## config.mk

```make
export PLATFORM = sky130hd
export DESIGN_NAME = busTop
export DESIGN_NICKNAME = d
export VERILOG_FILES = /design/src/source/agentPkg.sv /design/src/source/busPkg.sv /design/src/source/reqQueue.sv /design/src/source/reqCollect.sv /design/src/source/busArbiter.sv /design/src/source/busTop.sv
export VERILOG_INCLUDE_DIRS = /design/src /design/src/source
export SDC_FILE = /design/constraint.sdc
export NUM_CORES = 1
export LEC_CHECK = 0
export BUFFER_PORTS_ARGS = -buffer_cell sky130_fd_sc_hd__buf_2
export CAP_MARGIN = 15
export CORE_UTILIZATION = 45
export DETAILED_ROUTE_END_ITERATION = 12
export PLACE_DENSITY_LB_ADDON = 0.3
export SLEW_MARGIN = 20
export SYNTH_ARGS = -nofsm -noshare
export SYNTH_HDL_FRONTEND = slang
export SYNTH_SLANG_ARGS = --single-unit
```

## constraint.sdc

```tcl
create_clock -name clk -period 9 [get_ports clk]
set_input_delay 1.8 -clock clk [delete_from_list [all_inputs] [get_ports clk]]
set_output_delay 1.8 -clock clk [all_outputs]
set_load 0.1 [all_outputs]
```

## src/source/bus_cfg.svh

```systemverilog
`ifndef BUS_CFG_SVH
`define BUS_CFG_SVH

// Requesters on the shared bus
`define BUS_NUM_SENDERS 11

// Receivers addressed by a 4-bit destination
`define BUS_NUM_RECEIVERS 9

// Width of a sender or receiver number
`define BUS_ID_WIDTH 4

// Pending requests between collector and arbiter
`define BUS_QUEUE_DEPTH 4

`endif

```

## src/source/agentPkg.sv

```systemverilog
`include "bus_cfg.svh"

package agentPkg;

    // Higher index wins arbitration
    typedef enum logic [`BUS_ID_WIDTH-1:0] {
        sndBank3 = 0,
        sndBank2,
        sndBank1,
        sndBank0,
        sndDcOddWr,   // Data cache odd write
        sndDcEvenWr,  // Data cache even write
        sndDcOddRd,   // Data cache odd read
        sndDcEvenRd,  // Data cache even read
        sndIcOddRd,   // Instruction cache odd read
        sndIcEvenRd,  // Instruction cache even read
        sndDma
    } senderId_t;

    // Codes 9 to 15 name no receiver
    typedef enum logic [`BUS_ID_WIDTH-1:0] {
        rcvIcEven = 0,
        rcvIcOdd,
        rcvDcEven,
        rcvDcOdd,
        rcvBank0,
        rcvBank1,
        rcvBank2,
        rcvBank3,
        rcvDma
    } receiverId_t;

    // One bit per agent, indexed by its number
    typedef logic [`BUS_NUM_SENDERS-1:0] senderVec_t;
    typedef logic [`BUS_NUM_RECEIVERS-1:0] receiverVec_t;

endpackage

```

## src/source/busPkg.sv

```systemverilog
package busPkg;

    // One queued transfer request
    typedef struct packed {
        agentPkg::senderId_t   sender;  // Who gets the grant
        agentPkg::receiverId_t dest;    // Who gets the recv strobe
    } busReq_t;

    typedef enum logic {
        arbIdle,
        arbBusy  // A sender owns the bus until it releases
    } arbState_t;

endpackage

```

## src/source/reqQueue.sv

```systemverilog
`timescale 1ns/1ps

module reqQueue #(
    parameter type ENTRY_T = logic [7:0],
    parameter int  DEPTH   = 4
) (
    input  logic   clk,
    input  logic   rstN,
    input  logic   wrEn,
    input  ENTRY_T wrData,
    input  logic   pop,
    output ENTRY_T head,
    output logic   notEmpty,
    output logic   full
);

    localparam int PtrW = (DEPTH > 1) ? $clog2(DEPTH) : 1;
    localparam int CntW = $clog2(DEPTH + 1);

    ENTRY_T            mem [DEPTH];
    logic [PtrW-1:0]   rdPtr;
    logic [PtrW-1:0]   wrPtr;
    logic [CntW-1:0]   count;
    logic              doWr;
    logic              doPop;

    assign notEmpty = (count != '0);
    assign full = (count == CntW'(DEPTH));
    assign head = mem[rdPtr];

    assign doWr = wrEn && !full;
    assign doPop = pop && notEmpty;

    always_ff @(posedge clk) begin
        if (doWr) begin
            mem[wrPtr] <= wrData;
        end
    end

    always_ff @(posedge clk) begin
        if (!rstN) begin
            rdPtr <= '0;
            wrPtr <= '0;
            count <= '0;
        end else begin
            if (doWr) begin
                wrPtr <= (wrPtr == PtrW'(DEPTH - 1)) ? '0 : wrPtr + 1'b1;  // Any depth wraps
            end
            if (doPop) begin
                rdPtr <= (rdPtr == PtrW'(DEPTH - 1)) ? '0 : rdPtr + 1'b1;
            end
            case ({doWr, doPop})
                2'b10:   count <= count + 1'b1;
                2'b01:   count <= count - 1'b1;
                default: count <= count;  // Both or neither
            endcase
        end
    end

    noOverflow: assert property (
        @(posedge clk) disable iff (!rstN)
        wrEn |-> !full
    ) else $error("reqQueue: write while full");

    noUnderflow: assert property (
        @(posedge clk) disable iff (!rstN)
        pop |-> notEmpty
    ) else $error("reqQueue: pop while empty");

endmodule

```

## src/source/reqCollect.sv

```systemverilog
`timescale 1ns/1ps
`include "bus_cfg.svh"

module reqCollect (
    input  logic                                         clk,
    input  logic                                         rstN,
    input  agentPkg::senderVec_t                         req,
    input  agentPkg::receiverId_t [`BUS_NUM_SENDERS-1:0] reqDest,
    input  logic                                         full,
    output agentPkg::senderVec_t                         ack,
    output logic                                         wrEn,
    output busPkg::busReq_t                              wrData
);

    agentPkg::senderVec_t      pending;
    logic [`BUS_ID_WIDTH-1:0]  winIdx;
    logic                      found;

    assign pending = req & ~ack;  // Acked sender drops req in this cycle

    // Priority encoder over the pending requests
    always_comb begin
        winIdx = '0;
        found = 1'b0;
        for (int i = 0; i < `BUS_NUM_SENDERS; i++) begin
            if (pending[i]) begin
                winIdx = i[`BUS_ID_WIDTH-1:0];  // Later hit has higher priority
                found = 1'b1;
            end
        end
    end

    // Queue write lands on the same edge that raises ack
    assign wrEn = found && !full;
    assign wrData = '{sender: agentPkg::senderId_t'(winIdx), dest: reqDest[winIdx]};

    always_ff @(posedge clk) begin
        if (!rstN) begin
            ack <= '0;
        end else begin
            ack <= '0;
            if (wrEn) begin
                ack[winIdx] <= 1'b1;  // Single cycle pulse
            end
        end
    end

    // At most one sender is acknowledged per cycle
    ackOneHot: assert property (
        @(posedge clk) disable iff (!rstN)
        $onehot0(ack)
    ) else $error("reqCollect: more than one ack at once");

    // The queue's full flag must hold back every write
    noWriteWhenFull: assert property (
        @(posedge clk) disable iff (!rstN)
        full |-> !wrEn
    ) else $error("reqCollect: write attempted into a full queue");

endmodule

```

## src/source/busArbiter.sv

```systemverilog
`timescale 1ns/1ps
`include "bus_cfg.svh"

module busArbiter (
    input  logic                   clk,
    input  logic                   rstN,
    input  busPkg::busReq_t        head,
    input  logic                   notEmpty,
    input  agentPkg::receiverVec_t free,
    input  agentPkg::senderVec_t   rel,
    output logic                   pop,
    output agentPkg::senderVec_t   grant,
    output agentPkg::receiverVec_t recv
);

    busPkg::arbState_t state;
    busPkg::busReq_t   owner;
    logic              headFree;
    logic              ownerRel;

    // Out of range codes never read as free
    assign headFree = (head.dest < `BUS_NUM_RECEIVERS) && free[head.dest];

    assign pop = (state == busPkg::arbIdle) && notEmpty && headFree;
    assign ownerRel = rel[owner.sender];

    always_ff @(posedge clk) begin
        if (!rstN) begin
            state <= busPkg::arbIdle;
        end else begin
            case (state)
                busPkg::arbIdle: begin
                    if (pop) begin
                        state <= busPkg::arbBusy;
                    end
                end
                busPkg::arbBusy: begin
                    if (ownerRel) begin
                        state <= busPkg::arbIdle;  // Next pop one edge later at the earliest
                    end
                end
                default: state <= busPkg::arbIdle;
            endcase
        end
    end

    always_ff @(posedge clk) begin
        if (pop) begin
            owner <= head;  // Held for the whole transfer
        end
    end

    // Levels come straight from the state and owner registers
    always_comb begin
        grant = '0;
        recv = '0;
        if (state == busPkg::arbBusy) begin
            grant[owner.sender] = 1'b1;
            recv[owner.dest] = 1'b1;
        end
    end

    grantOneHot: assert property (
        @(posedge clk) disable iff (!rstN)
        $onehot0(grant)
    ) else $error("busArbiter: more than one grant");

    recvOneHot: assert property (
        @(posedge clk) disable iff (!rstN)
        $onehot0(recv)
    ) else $error("busArbiter: more than one recv");

    // Entries come from the collector and must name a real receiver
    validDest: assert property (
        @(posedge clk) disable iff (!rstN)
        notEmpty |-> (head.dest < `BUS_NUM_RECEIVERS)
    ) else $error("busArbiter: queue head has an invalid destination");

endmodule

```

## src/source/busTop.sv

```systemverilog
`timescale 1ns/1ps
`include "bus_cfg.svh"

module busTop (
    input  logic                                         clk,
    input  logic                                         rstN,
    input  agentPkg::senderVec_t                         req,
    input  agentPkg::receiverId_t [`BUS_NUM_SENDERS-1:0] reqDest,
    input  agentPkg::receiverVec_t                       free,
    input  agentPkg::senderVec_t                         rel,
    output agentPkg::senderVec_t                         ack,
    output agentPkg::senderVec_t                         grant,
    output agentPkg::receiverVec_t                       recv
);

    logic            wrEn;
    busPkg::busReq_t wrData;
    logic            full;
    busPkg::busReq_t head;
    logic            notEmpty;
    logic            pop;

    reqCollect i_collect (
        .clk     (clk),
        .rstN    (rstN),
        .req     (req),
        .reqDest (reqDest),
        .full    (full),
        .ack     (ack),
        .wrEn    (wrEn),
        .wrData  (wrData)
    );

    reqQueue #(
        .ENTRY_T (busPkg::busReq_t),
        .DEPTH   (`BUS_QUEUE_DEPTH)
    ) i_queue (
        .clk      (clk),
        .rstN     (rstN),
        .wrEn     (wrEn),
        .wrData   (wrData),
        .pop      (pop),
        .head     (head),
        .notEmpty (notEmpty),
        .full     (full)
    );

    busArbiter i_arbiter (
        .clk      (clk),
        .rstN     (rstN),
        .head     (head),
        .notEmpty (notEmpty),
        .free     (free),
        .rel      (rel),
        .pop      (pop),
        .grant    (grant),
        .recv     (recv)
    );

endmodule

```

==> summary by stage, run 1 <==
Run status
The flow ran to the end, and the final reports show no timing, DRC or antenna violations.

Setup path
The endpoint identified for the worst register-to-register timing path is i_queue.count[2]$_SDFFE_PN0P_. The library cell contributing the largest single delay on the critical path is sky130_fd_sc_hd__fa_1. The buffers plus inverters on the worst setup path is 4.

The worst setup path is captured at a register. Broken down by cell family, the worst path's largest delay share belongs to simple AND/OR/NAND/NOR gates. Measured in cells, the most critical reg-to-reg path has a length of 9. The most frequent cell on the critical path is sky130_fd_sc_hd__inv_1.

The kind of start point of the critical path is a primary input. In this run the worst path has a maximum fanout of 11. The worst setup path is of the primary input to register kind. Setup slack on the worst reg-to-reg path comes out at 5.68 ns. The longest individual stage delay on the worst path is 0.38 ns. The critical path goes through buf_2 > nor2b_2 > nor3_4 > inv_1 > nor3_1 > a32oi_1 > inv_1 > ha_1 > inv_1 > fa_1 > xor2_1 > or3_1 > a21boi_0. STA puts the critical path data required time at 9.26 ns. The arrival time reported for the critical path endpoint is 4.51 ns.

Route
The number of iterations in the first detailed-routing pass is 5. In the final routed layout, each cell accounts on average for 14.1 um. After detailed routing, the number of remaining DRC violations is 0. Wires add up to 7.03 mm. The vias per cell is 5.19.

The count of nets left with antenna violations after detail routing is 0. In this run, the number of DRC markers left after iteration 0 of detailed routing was 93. Summing over every cut layer, the via total after detailed routing is 2587.

Cells and area
In the final layout, the multi-input gates occupy 1500 um2. At the end of the flow, the number of nets in the layout was 481. The area used by sequential logic in the layout is 1620 um2. The finished layout holds 498 standard cells, fillers aside. The growth of design area from synthesis to finish is 23.7%. The total inserted antenna cells is 0. The fraction of final layout cells sized beyond drive strength 1 is 35.6%. The filler cells instantiated in the layout total 640.

Power
Net switching is 36.3% of the power. The share of total power dissipated in the clock network is 21.4%. The analysis attributes to net switching a power of 344 uW. The peak supply drop is 0.0957 mV.

The power density normalized to cell area is 236 nW/um2. The static power due to leakage is 1.68 nW. The internal power contribution is 604 uW. The portion of total power attributed to combinational logic is 32.0%.

Total power for the finished layout comes to 948 uW. The sequential fraction of design power is 46.6%.

Logic synthesis
The sequential-to-total area share from yosys stat is 49.8%. Summed over its instances, the top area cell type makes up 36.9% of the synthesized netlist area. Ranked by instance count, the synthesized netlist is headed by sky130_fd_sc_hd__edfxtp_1 (40), sky130_fd_sc_hd__nor2_1 (31), sky130_fd_sc_hd__dfxtp_1 (21). The number of nets handed over by synthesis was 375. The mean post-synth cell area is 11.2 um2. The dominant cell type by area after synthesis is sky130_fd_sc_hd__edfxtp_1. The distinct cell type count of the synthesized netlist is 52. The share of synthesized registers carrying an async set or reset is 0%. For this run, the number of Yosys warnings is 0. The cell count after synthesis is 291. The synthesized design contains 40 enable-type register cells.

The library cell with the highest instance count after synthesis is sky130_fd_sc_hd__edfxtp_1. The most used flip-flop cell after synthesis is sky130_fd_sc_hd__edfxtp_1. The register bit total from synthesis is 61. By area the synthesized netlist is led by sky130_fd_sc_hd__edfxtp_1 (37%), sky130_fd_sc_hd__dfxtp_1 (13%), sky130_fd_sc_hd__mux4_1 (4.8%), sky130_fd_sc_hd__nor2_1 (3.6%), sky130_fd_sc_hd__mux4_2 (3.5%). After synthesis the cells add up to 3250 um2.

Timing
The worst path in the final design needs a cycle of 4.25 ns, including I/O delays and setup. The setup total negative slack is 0 ns. Setup slack closes at 4.75 ns. Derived from the worst setup path, the maximum achievable clock frequency is 0.235 GHz.

The number of endpoints with negative hold slack in the final report was 0. The final worst-path cycle share is 47.2%. Headroom to the max-slew limit came out at 47.6%. The final-report max-slew violation count is 0.

Setup repair after global routing left no endpoint under its margin. The worst clock skew is 0.00971 ns. Setup violations remaining at the end of the flow were counted as 0. For the pin with the worst max-slew slack, the measured transition is 0.777 ns.

Clocking
The total clock buffers created by CTS is 9. The post-cts hold buffer count is 0. The library cell used as clock root buffer is sky130_fd_sc_hd__clkbuf_8.

The clock tree from TritonCTS is done. For the worst-skew pair, the clock arrives at the later sink with an insertion delay of 0.33 ns. After clock tree synthesis, the clock-pin slew on the worst setup and hold paths is 0.06 ns. The count of buffers added by post-CTS timing repair for setup is 0. In this run, post-CTS repair resized a total of 0 instances. The number of buffers between clock root and the deepest sink is 2. The clock drives 61 sinks. The H-tree depth is 3.

Global routing
The global-route met3 utilization is 4.45%. The initial antenna violation count came to 0. The total overflow left after global routing is 0. The pin count of the biggest net entering global routing is 17. met2 is the most crowded layer. The met2 usage in global routing is 34.3%.

The wire length of the first global-routing pass is 11.0 mm. The global-route met1 utilization is 23.0%. Across every metal layer, demand over resource in global routing totals 19.6%. The via count of the first global-routing pass was 2411.

Floorplanning
The number of top-level design ports is 108. The initial utilization of the core area, before any placement, comes to 47.1%. The height of the die is 87.0 um. The core outline area is 6910 um2. The floorplan step defined a die boundary enclosing 7580 um2.

The die extent in x is 87.0 um. In this run the core area contains 30 standard-cell rows.

Placed design
Port buffering added 107 buffers. At the end of routability-driven placement, the weighted congestion stood at 0.830. Detailed placement ended at an HPWL of 5.41 mm. In this run, placement finished with an instance count of 482. The worst setup timing slack at the placement stage is 4.42 ns.

Hold path
The path class of the lowest-slack min-delay path is register to register. In this run the most critical hold path is launched from i_queue.rdPtr[1]$_SDFFE_PN0P_. The number of cells on the worst hold path is 2.

Flow run
The count of maximum capacitance violations is 0.
## final cells by class
cell class / instances / share of cell area, %
inverters: 19 / 1.77
clock buffers: 10 / 3.17
repair buffers: 108 / 13.5
multi-input cells: 198 / 37.3
well taps: 96 / 2.98
flip-flops and latches: 61 / 40.3
clock inverters: 6 / 0.995
## layer usage
layer  part of all wire, %  vias up
met5                     0        -
met4                  0.64        0
met3                   5.8        4
met2                    49      121
met1                    44     1169
li1                      -     1293
## how the worst max path moves through the flow
stage	endpoint	slack (ns)	startpoint	cells past startpoint
global placement	i_queue.count[2]$_SDFFE_PN0P_	4.57	req[9]	13
floorplan	grant[0]	3.61	i_arbiter.owner[4]$_DFFE_PP_	3
detailed placement	i_queue.count[2]$_SDFFE_PN0P_	4.42	req[9]	13
CTS	i_queue.count[2]$_SDFFE_PN0P_	4.76	req[9]	13
global route	i_queue.count[2]$_SDFFE_PN0P_	4.55	req[9]	13
finish	i_queue.count[2]$_SDFFE_PN0P_	4.75	req[9]	13
## state kept, by name, indices dropped and copies added, names as in the netlist, named ones only
| signal | cells |
|---|---|
| i_queue.rdPtr | 2 |
| i_arbiter.state | 1 |
| i_queue.mem | 32 |
| i_queue.count | 3 |
| i_arbiter.owner | 8 |
| i_queue.wrPtr | 2 |
| i_collect.ack | 11 |
## placed cells by master (no fill, tap or decap), types with 3 or more instances in the layout
cell type	count
sky130_fd_sc_hd__and2_1	9
sky130_fd_sc_hd__a21oi_1	8
sky130_fd_sc_hd__o211a_1	3
sky130_fd_sc_hd__nor4_1	4
sky130_fd_sc_hd__buf_2	107
sky130_fd_sc_hd__nand3_1	12
sky130_fd_sc_hd__clkinvlp_4	3
sky130_fd_sc_hd__o221ai_1	4
sky130_fd_sc_hd__mux4_2	5
sky130_fd_sc_hd__o21ai_0	9
sky130_fd_sc_hd__a32o_1	4
sky130_fd_sc_hd__nor2_1	31
sky130_fd_sc_hd__o211ai_1	3
sky130_fd_sc_hd__inv_1	19
sky130_fd_sc_hd__mux2_2	6
sky130_fd_sc_hd__mux2i_1	6
sky130_fd_sc_hd__nand2_1	14
sky130_fd_sc_hd__nor3_1	14
sky130_fd_sc_hd__mux4_1	6
sky130_fd_sc_hd__nand2b_1	11
sky130_fd_sc_hd__clkbuf_8	9
sky130_fd_sc_hd__ha_1	6
sky130_fd_sc_hd__nor2b_1	8
sky130_fd_sc_hd__edfxtp_1	40
sky130_fd_sc_hd__dfxtp_1	21
## metrics by stage
step | hold slack (ns) | utilization, % | area (um2)
final | 0.476 | 58.3 | 4030
after global routing | 0.506 | 58.3 | 4030
after CTS | 0.479 | 58.3 | 4030
after detailed placement | 0.471 | 55.9 | 3860
after global placement | 0.464 | 55.9 | 3860
after floorplan | 0.446 | - | 3250
## power by group through the flow
stage	combinational, mW	clock [mW]	sequential [mW]
6_report	0.304	0.202	0.442
5_1_grt	0.333	0.220	0.452
4_1_cts	0.307	0.206	0.443
3_5_place_dp	0.306	0	0.448
3_3_place_gp	0.299	0	0.443
2_1_floorplan	0.253	0	0.423
## tightest hold or removal path: stages, from the launching register on
cell	delay, ns
sky130_fd_sc_hd__dfxtp_1	0.31
sky130_fd_sc_hd__nand2_1	0.05
sky130_fd_sc_hd__o21ai_1	0.06
## logic make-up after synthesis
| group | share of synthesized area (%) |
|---|---|
| muxes | 12.2 |
| DFF | 49.8 |
| adders and majority gates | 2.92 |
| buffers and inverters | 4.04 |
| and+or+nand+nor | 19.8 |
| AOI/OAI and AO/OA | 10.6 |
| xor gates and xnor gates | 0.538 |
Power figures use the tool's default switching activity.
==> inputs of run 2 (changes only) <==
clock period = 3.49 ns   (was 9 ns; I/O delays follow)
==> run 2 against run 1 <==
Wire length rose by 7.4%; sequential cell count did not move; design area grew 1.7%; critical path depth decreased by 4; cell count increased by 1.0%; non-clock buffer count increased by 5; largest cell class unchanged; core utilization increased by 1.0 points; register-to-register slack lost 5.4 ns; global-route usage is 1.4 points higher; clock skew decreased by 0.0017 ns.
==> summary by stage, run 2 (synthesis results as in run 1) <==
Global routing
The pin count of the biggest net entering global routing came to 16 (-1). The initial antenna violation count is 0 (unchanged). The wire length of the first global-routing pass is 12.0 mm (+8.7%). The total congestion overflow is 0 (unchanged). The via count of the first global-routing pass is 2675 (+11%). The global-route total usage across every layer was 21.1% (+1.4 points).

Clocking
The clock-pin slew of the registers on the worst-case setup and hold paths is 0.06 ns (about the same). The H-tree depth was 3 (unchanged). The count of buffers added by post-CTS timing repair for setup is 0 (unchanged). The worst-skew pair later-pin latency came to 0.33 ns (about the same). The cell sitting at the root of the clock tree is a sky130_fd_sc_hd__clkbuf_8. The number of buffers between clock root and the deepest sink came to 2 (unchanged). The total clock buffers created by CTS is 9 (unchanged). The post-cts hold buffer count was 0 (unchanged). TritonCTS built the clock tree.

The count of clock tree sinks is 61 (unchanged). The number of gates given a new drive strength after cts came to 0 (unchanged).

Floorplanning
The total number of placement rows is 30 (unchanged). The die extent in x was 87.0 um (unchanged). The core outline area is 6910 um2 (unchanged). The area of the die is 7580 um2 (unchanged). The height of the die is 87.0 um (unchanged). The number of top-level design ports is 108 (unchanged). The effective utilization at floorplan is 47.1% (unchanged).

Timing
The final-report max-slew violation count is 0 (unchanged). The final setup slack of the worst path is 0.234 ns (-4.51 ns). For this run, the top clock speed supported by timing is 0.307 GHz. Setup repair after global routing left no endpoint under its margin. Counting I/O delays and the setup requirement, the final critical path takes 3.26 ns. The number of endpoints failing setup at the final stage is 0 (unchanged). The setup total negative slack is 0 ns (unchanged).

The worst clock skew is 0.00804 ns (-0.00168 ns). The slew at the pin closest to its max-slew limit came to 0.737 ns (-0.0399 ns). The worst slack on hold paths is 0.494 ns (+0.0179 ns).

The final worst-path cycle share is 93.3%. The relative slew slack is 50.3% (+2.7 points). The number of endpoints with negative hold slack in the final report came to 0 (unchanged).

Cells and area
The net count reported at finish is 486 (+1.0%). The number of flip-flops under the largest register name is 32 (unchanged). In the layout the commonest cells are sky130_fd_sc_hd__buf_2 (107), sky130_fd_sc_hd__edfxtp_1 (40), sky130_fd_sc_hd__nor2_1 (31), sky130_fd_sc_hd__dfxtp_1 (21), sky130_fd_sc_hd__inv_1 (19). The fraction of final layout cells sized beyond drive strength 1 was 37.3% (+1.8 points).

The final cell utilization of the core is 59.3% (+1.0 points). The growth of design area from synthesis to finish is 25.8%. The largest registers in the layout are i_queue.mem: 32 flops, i_collect.ack: 11 flops, i_arbiter.owner: 8 flops. More flip-flops sit in one register than any other, and that register is i_queue.mem. The commonest non-fill, non-tap cell in the layout is sky130_fd_sc_hd__buf_2. The total inserted antenna cells was 0 (unchanged).

Power
The peak supply drop is 0.242 mV (+150%). The switching power of the nets is 895 uW (+160%). The clock share of power is 21.8% (+0.4 points). The sequential fraction of design power is 45.9% (-0.7 points). The total power came to 2.51 mW (+160%). The switching fraction of total power is 35.7% (-0.57 points). The power density normalized to cell area is 612 nW/um2 (+160%).

The portion of total power attributed to combinational logic is 32.3% (+0.3 points). The internal power contribution is 1.61 mW (+170%). The static power due to leakage is 1.72 nW (+2.5%).

Route
The vias per cell is 5.35 (+3.0%). The number of DRC markers in iteration 0 came to 129 (+39%). The routed wirelength normalized by instance count is 15.0 um (+6.3%).

The remaining routing DRC violations came to 0 (unchanged). The number of iterations in the first detailed-routing pass is 4 (-1). The count of nets left with antenna violations after detail routing is 0 (unchanged). The via count was 2691 (+4.0%). The post-detailed-routing wire length was 7.55 mm (+7.4%).

Placed design
The detailed placer's ending HPWL is 5.74 mm (+6.2%). The worst setup timing slack at the placement stage is 0.263 ns (-4.16 ns). The number of I/O port buffers came to 107 (unchanged). The routability congestion estimate is 0.854 (+2.9%).

Hold path
The path class of the lowest-slack min-delay path is register to register.

Setup path
The element type at the critical path end is a register. The arrival time reported for the critical path endpoint is 3.51 ns (-1.00 ns). The maximum fanout count along the critical path was 6 (-5).

The path type of the worst setup path is register to register. The kind of start point of the critical path is a register. The worst path required time is 3.74 ns (-5.52 ns).

Run status
The flow ran to the end, and the final reports show no timing, DRC or antenna violations.

Flow run
The count of maximum capacitance violations came to 0 (unchanged).
==> run 2: cell types whose count changed in the layout (fill, tap and decap cells not counted) <==
cell	previous run	this run
sky130_fd_sc_hd__buf_4	1	6
sky130_fd_sc_hd__clkinvlp_4	3	0
sky130_fd_sc_hd__clkbuf_1	1	3
sky130_fd_sc_hd__clkbuf_8	9	11
sky130_fd_sc_hd__nor3_1	14	12
sky130_fd_sc_hd__nor3_2	0	2
sky130_fd_sc_hd__nor4_1	4	2
sky130_fd_sc_hd__nor4_2	0	2
sky130_fd_sc_hd__clkinv_1	1	0
sky130_fd_sc_hd__clkinv_2	1	2
sky130_fd_sc_hd__clkinv_4	1	0
sky130_fd_sc_hd__nor3b_1	1	0
sky130_fd_sc_hd__nor3b_2	0	1
==> run 2: worst paths after layout <==
path                            startpoint                             to  slack (ns)  depth (start not counted)
max                               register  i_queue.count[2]$_SDFFE_PN0P_        0.23                          9
min          i_queue.rdPtr[1]$_SDFFE_PN0P_  i_queue.rdPtr[1]$_SDFFE_PN0P_        0.49                          2
max reg2reg                       register  i_queue.count[2]$_SDFFE_PN0P_        0.23                          9
min reg2reg  i_queue.rdPtr[1]$_SDFFE_PN0P_  i_queue.rdPtr[1]$_SDFFE_PN0P_        0.49                          2
==> run 2: power groups by stage <==
stage,combinational (mW),clock [mW],sequential (mW)
after floorplan,0.659,0,1.09
after global placement,0.792,0,1.15
after detailed placement,0.809,0,1.16
after CTS,0.817,0.555,1.15
after global routing,0.885,0.586,1.18
final,0.809,0.546,1.15
==> run 2: layer usage <==
layer	wire (um)	share of wire (%)	track usage [%]	vias up
li1	-	-	-	1300
met5	0	0	0	-
met4	207	2.7	13.3	0
met1	3150	42	23.7	1240
met2	3660	48	36.8	131
met3	528	7.0	3.89	20
==> run 2: final cells by class <==
cell class              instances  area [um2]
fillers                       615        2810
inverters                      19        71.3
flip-flops and latches         61        1620
clock inverters                 2        10.0
clock buffers                  14         163
multi-input cells             198        1530
well taps                      96         120
repair buffers                113         581
==> run 2: stage by stage <==
step,area [um2],std cells
final,4100,503
after global routing,4100,503
after CTS,4100,503
after detailed placement,3920,487
after global placement,3920,487
after floorplan,3280,291
==> run 2: worst max-delay path: stages (launching register included) <==
cell	delay, ns
sky130_fd_sc_hd__dfxtp_1	0.53
sky130_fd_sc_hd__mux4_1	0.71
sky130_fd_sc_hd__or4_4	0.54
sky130_fd_sc_hd__nand3_4	0.12
sky130_fd_sc_hd__ha_1	0.19
sky130_fd_sc_hd__inv_1	0.06
sky130_fd_sc_hd__fa_1	0.38
sky130_fd_sc_hd__xor2_1	0.17
sky130_fd_sc_hd__or3_1	0.30
sky130_fd_sc_hd__a21boi_0	0.16
==> inputs of run 3 (changes only) <==
ABC_AREA = 1   (was unset)
CORE_ASPECT_RATIO = 0.6   (was unset)
GPL_TIMING_DRIVEN = 0   (was unset)
==> run 3 against run 2 <==
Global-route usage grew 1.1 points; worst setup slack improved by 0.55 ns; first-iteration DRC count up 76%; core utilization is 0.79 points higher; register-to-register slack improved by 0.55 ns; cell count up 28%; clock skew decreased by 0.00079 ns; power is 40% higher; largest power group is now combinational logic; highest routed layer unchanged.
==> summary by stage, run 3 <==
Run status
The run finished with clean final reports.

Placed design
The detailed placer's ending HPWL came to 6.34 mm (+10%). The routability congestion estimate is 0.837 (-2.0%). The number of I/O port buffers came to 107 (unchanged). The cell total after placement is 628 (+29%).

Hold path
The path class of the lowest-slack min-delay path is register to register.

Clocking
The count of buffers added by post-CTS timing repair for setup is 0 (unchanged). The count of clock tree sinks is 61 (unchanged). The number of buffers between clock root and the deepest sink was 2 (unchanged).

The H-tree depth is 3 (unchanged). The number of gates given a new drive strength after cts is 0 (unchanged). The total clock buffers created by CTS is 9 (unchanged). The tree is rooted in a sky130_fd_sc_hd__clkbuf_16. The clock tree from TritonCTS is done. The worst-skew pair later-pin latency is 0.32 ns (about the same). The clock-pin slew of the registers on the worst-case setup and hold paths is 0.05 ns (about the same). The post-cts hold buffer count was 0 (unchanged).

Logic synthesis
The register bit total from synthesis is 61 (unchanged). The mean post-synth cell area is 8.19 um2 (-27%). The library cell with the highest instance count after synthesis is sky130_fd_sc_hd__nand2_1. The adder and majority cell fraction of the synthesized area is 2.79% (-0.14 points). The share of synthesized registers carrying an async set or reset is 0% (unchanged).

The post-synth net total came to 501 (+34%). The summed instance area of the synthesized netlist came to 3410 um2 (+4.9%). The basic-gate share of the synthesized area counting and, or, nand and nor cells was 30.7% (+11 points). The share of the synthesized area in the top cell type was 35.2% (-1.7 points).

The sequential-to-total area share from yosys stat is 47.5% (-2.3 points). The fraction of the mapped netlist area in compound gates came to 8.83% (-1.8 points). In the post-synthesis netlist, the biggest area contributors are sky130_fd_sc_hd__edfxtp_1 (35%), sky130_fd_sc_hd__dfxtp_1 (12%), sky130_fd_sc_hd__nand2_1 (9.8%), sky130_fd_sc_hd__nand3_1 (6.6%), sky130_fd_sc_hd__inv_1 (6.4%).

The xor/xnor share of the synthesized area is 0% (-0.54 points). The largest total area in the synthesized netlist belongs to sky130_fd_sc_hd__edfxtp_1. The number of enable flip-flop cells after synthesis was 40 (unchanged). The most used flip-flop cell after synthesis is sky130_fd_sc_hd__edfxtp_1.

The Yosys warning count was 0 (unchanged). The cell count after synthesis was 417 (+43%). After synthesis, the most frequently instantiated cells are sky130_fd_sc_hd__nand2_1 (89), sky130_fd_sc_hd__inv_1 (58), sky130_fd_sc_hd__nor2_1 (57).

The dominant combinational cell family by area after synthesis is simple AND/OR/NAND/NOR gates. The distinct cell type count of the synthesized netlist is 39 (-25%). The mux contribution to synthesized area is 0% (-12 points).

Timing
Setup repair after global routing left no endpoint under its margin. The final-report max-slew violation count is 0 (unchanged). The number of endpoints with negative hold slack in the final report is 0 (unchanged). The setup total negative slack came to 0 ns (unchanged). The peak clock frequency supported by timing was 0.370 GHz (+20%). The worst slack on hold paths came to 0.510 ns (+0.0160 ns). The time the final worst path needs with I/O delays and setup is 2.70 ns (-0.553 ns).

The worst clock skew was 0.00725 ns (-0.000790 ns). The number of endpoints failing setup at the final stage is 0 (unchanged). The relative slew slack came to 41.9% (-8.4 points).

The final worst-path cycle share is 77.4% (-16 points). The slew at the pin closest to its max-slew limit is 0.868 ns (+0.131 ns).

Route
The remaining routing DRC violations is 0 (unchanged). The number of iterations in the first detailed-routing pass is 4 (unchanged). The vias per cell came to 4.93 (-7.8%). The via count is 3178 (+18%). The count of nets left with antenna violations after detail routing came to 0 (unchanged). The post-detailed-routing wire length was 8.26 mm (+9.5%).

The routed wirelength normalized by instance count was 12.8 um (-14%). The number of DRC markers in iteration 0 came to 227 (+76%).

Power
The peak supply drop is 0.282 mV (+17%). The power density normalized to cell area is 799 nW/um2 (+31%). The static power due to leakage is 2.08 nW (+21%).

Setup path
The cell family with the largest share of critical-path delay is simple AND/OR/NAND/NOR gates. The worst path required time was 3.70 ns (-0.04 ns). The signal on the critical path passes through inv_2 > nand2_1 > nand2_4 > inv_1 > o211ai_1 > nand3_1 > nand3_1 > nand2_1 > nand2_2 > clkinv_2 > ha_1 > inv_1 > fa_1 > a21oi_1 > o21ai_0 > o21ai_0 > a21oi_1. The buffers plus inverters on the worst setup path is 4 (+3). The arrival time reported for the critical path endpoint came to 2.91 ns (-0.60 ns). The element type at the critical path end is a register.

The worst setup path is of the register to register kind. The kind of start point of the critical path is a register. The library cell contributing the largest single delay on the critical path is sky130_fd_sc_hd__dfxtp_1. The maximum fanout count along the critical path came to 10 (+4). The longest individual stage delay on the worst path is 0.51 ns (-0.20 ns).

Floorplanning
The total number of placement rows is 24 (-20%). The number of top-level design ports is 108 (unchanged). The die extent in x is 114 um (+31%). The height of the die is 69.5 um (-20%).

The core outline area is 7300 um2 (+5.7%). The effective utilization at floorplan came to 46.8% (-0.34 points). The area of the die came to 7950 um2 (+4.9%).

Cells and area
The largest registers in the layout are i_queue.mem: 32 flops, i_collect.ack: 11 flops, i_arbiter.owner: 8 flops. In the layout the commonest cells are sky130_fd_sc_hd__buf_2 (110), sky130_fd_sc_hd__nand2_1 (89), sky130_fd_sc_hd__inv_1 (58), sky130_fd_sc_hd__nor2_1 (57), sky130_fd_sc_hd__nand3_1 (45). The fraction of final layout cells sized beyond drive strength 1 came to 29.8% (-7.5 points). The net count reported at finish is 619 (+27%). The commonest non-fill, non-tap cell in the layout is sky130_fd_sc_hd__buf_2.

The number of flip-flops under the largest register name is 32 (unchanged). The area used by sequential logic in the layout is 1620 um2 (unchanged). The number of filler cells placed in the layout is 645 (+4.9%). Compared with the post-synthesis result, the final layout area differs by 28.4%.

The number of standard cells in the final layout excluding fillers was 644 (+28%). The final cell utilization of the core is 60.1% (+0.79 points). The area of the multi-input gates is 1450 um2 (-5.1%). The total inserted antenna cells is 0 (unchanged). The top register by number of flip-flops is i_queue.mem.

Global routing
The wire length of the first global-routing pass is 13.5 mm (+13%). The global-route total usage across every layer was 22.1% (+1.1 points). The pin count of the biggest net entering global routing is 14 (-2). The total congestion overflow is 0 (unchanged). The via count of the first global-routing pass was 2963 (+11%). The initial antenna violation count was 0 (unchanged).

Flow run
The count of maximum capacitance violations is 0 (unchanged).
==> run 3: layer usage <==
layer  vias to the layer above  GRT usage [%]  part of all wire (%)  wire [um]
met3                         8           5.51                   8.2        676
met5                         -              0                     0          0
met4                         0           7.36                  0.94         78
met2                       118           32.3                    42       3490
met1                      1434           32.2                    49       4020
li1                       1618              -                     -          -
==> run 3: tightest hold or removal path, stage by stage, from the launching register on <==
cell,delay [ns]
sky130_fd_sc_hd__dfxtp_1,0.31
sky130_fd_sc_hd__nor2_1,0.09
sky130_fd_sc_hd__nor2_1,0.06
==> run 3: cells by family (layout without fill, tap and decap cells) <==
| group | Yosys count | after routing |
|---|---|---|
| and+or+nand+nor | 229 | 229 |
| buffers and inverters | 75 | 198 |
| DFF | 61 | 61 |
| AOI/OAI and AO/OA | 45 | 45 |
| adders and majority gates | 7 | 7 |
==> run 3: final timing paths <==
check / from / end / slack, ns / depth (start not counted)
setup / recovery: register / i_queue.count[2]$_SDFFE_PN0P_ / 0.79 / 17
hold / removal: i_queue.rdPtr[1]$_SDFFE_PN0P_ / register / 0.51 / 2
setup reg to reg: register / i_queue.count[2]$_SDFFE_PN0P_ / 0.79 / 17
hold reg to reg: i_queue.rdPtr[1]$_SDFFE_PN0P_ / register / 0.51 / 2
==> run 3: report_power, final <==
group	switching, mW	internal [mW]	total, mW
Clock	0.312	0.554	0.865
Combinational	0.989	0.437	1.43
Sequential	0.119	1.09	1.21
Total	1.42	2.08	3.50
==> run 3: layout make-up <==
type                            instances  area share (%)
Clock buffer                            9            5.14
Clock inverter                          7            1.68
Tap cell                              104            2.97
Inverter                               65            5.82
Sequential cell                        61            37.0
Multi-Input combinational cell        281            33.1
Buffer                                 10            2.08
Timing Repair Buffer                  107            12.2
==> run 3: metrics by stage <==
step                total power [mW]  setup WS, ns  area, um2
floorplan                       2.29        0.0473       3420
global placement                2.61         0.605       4090
detailed placement              2.65         0.587       4090
CTS                             3.52         0.805       4380
global route                    3.74         0.557       4380
finish                          3.50         0.788       4380
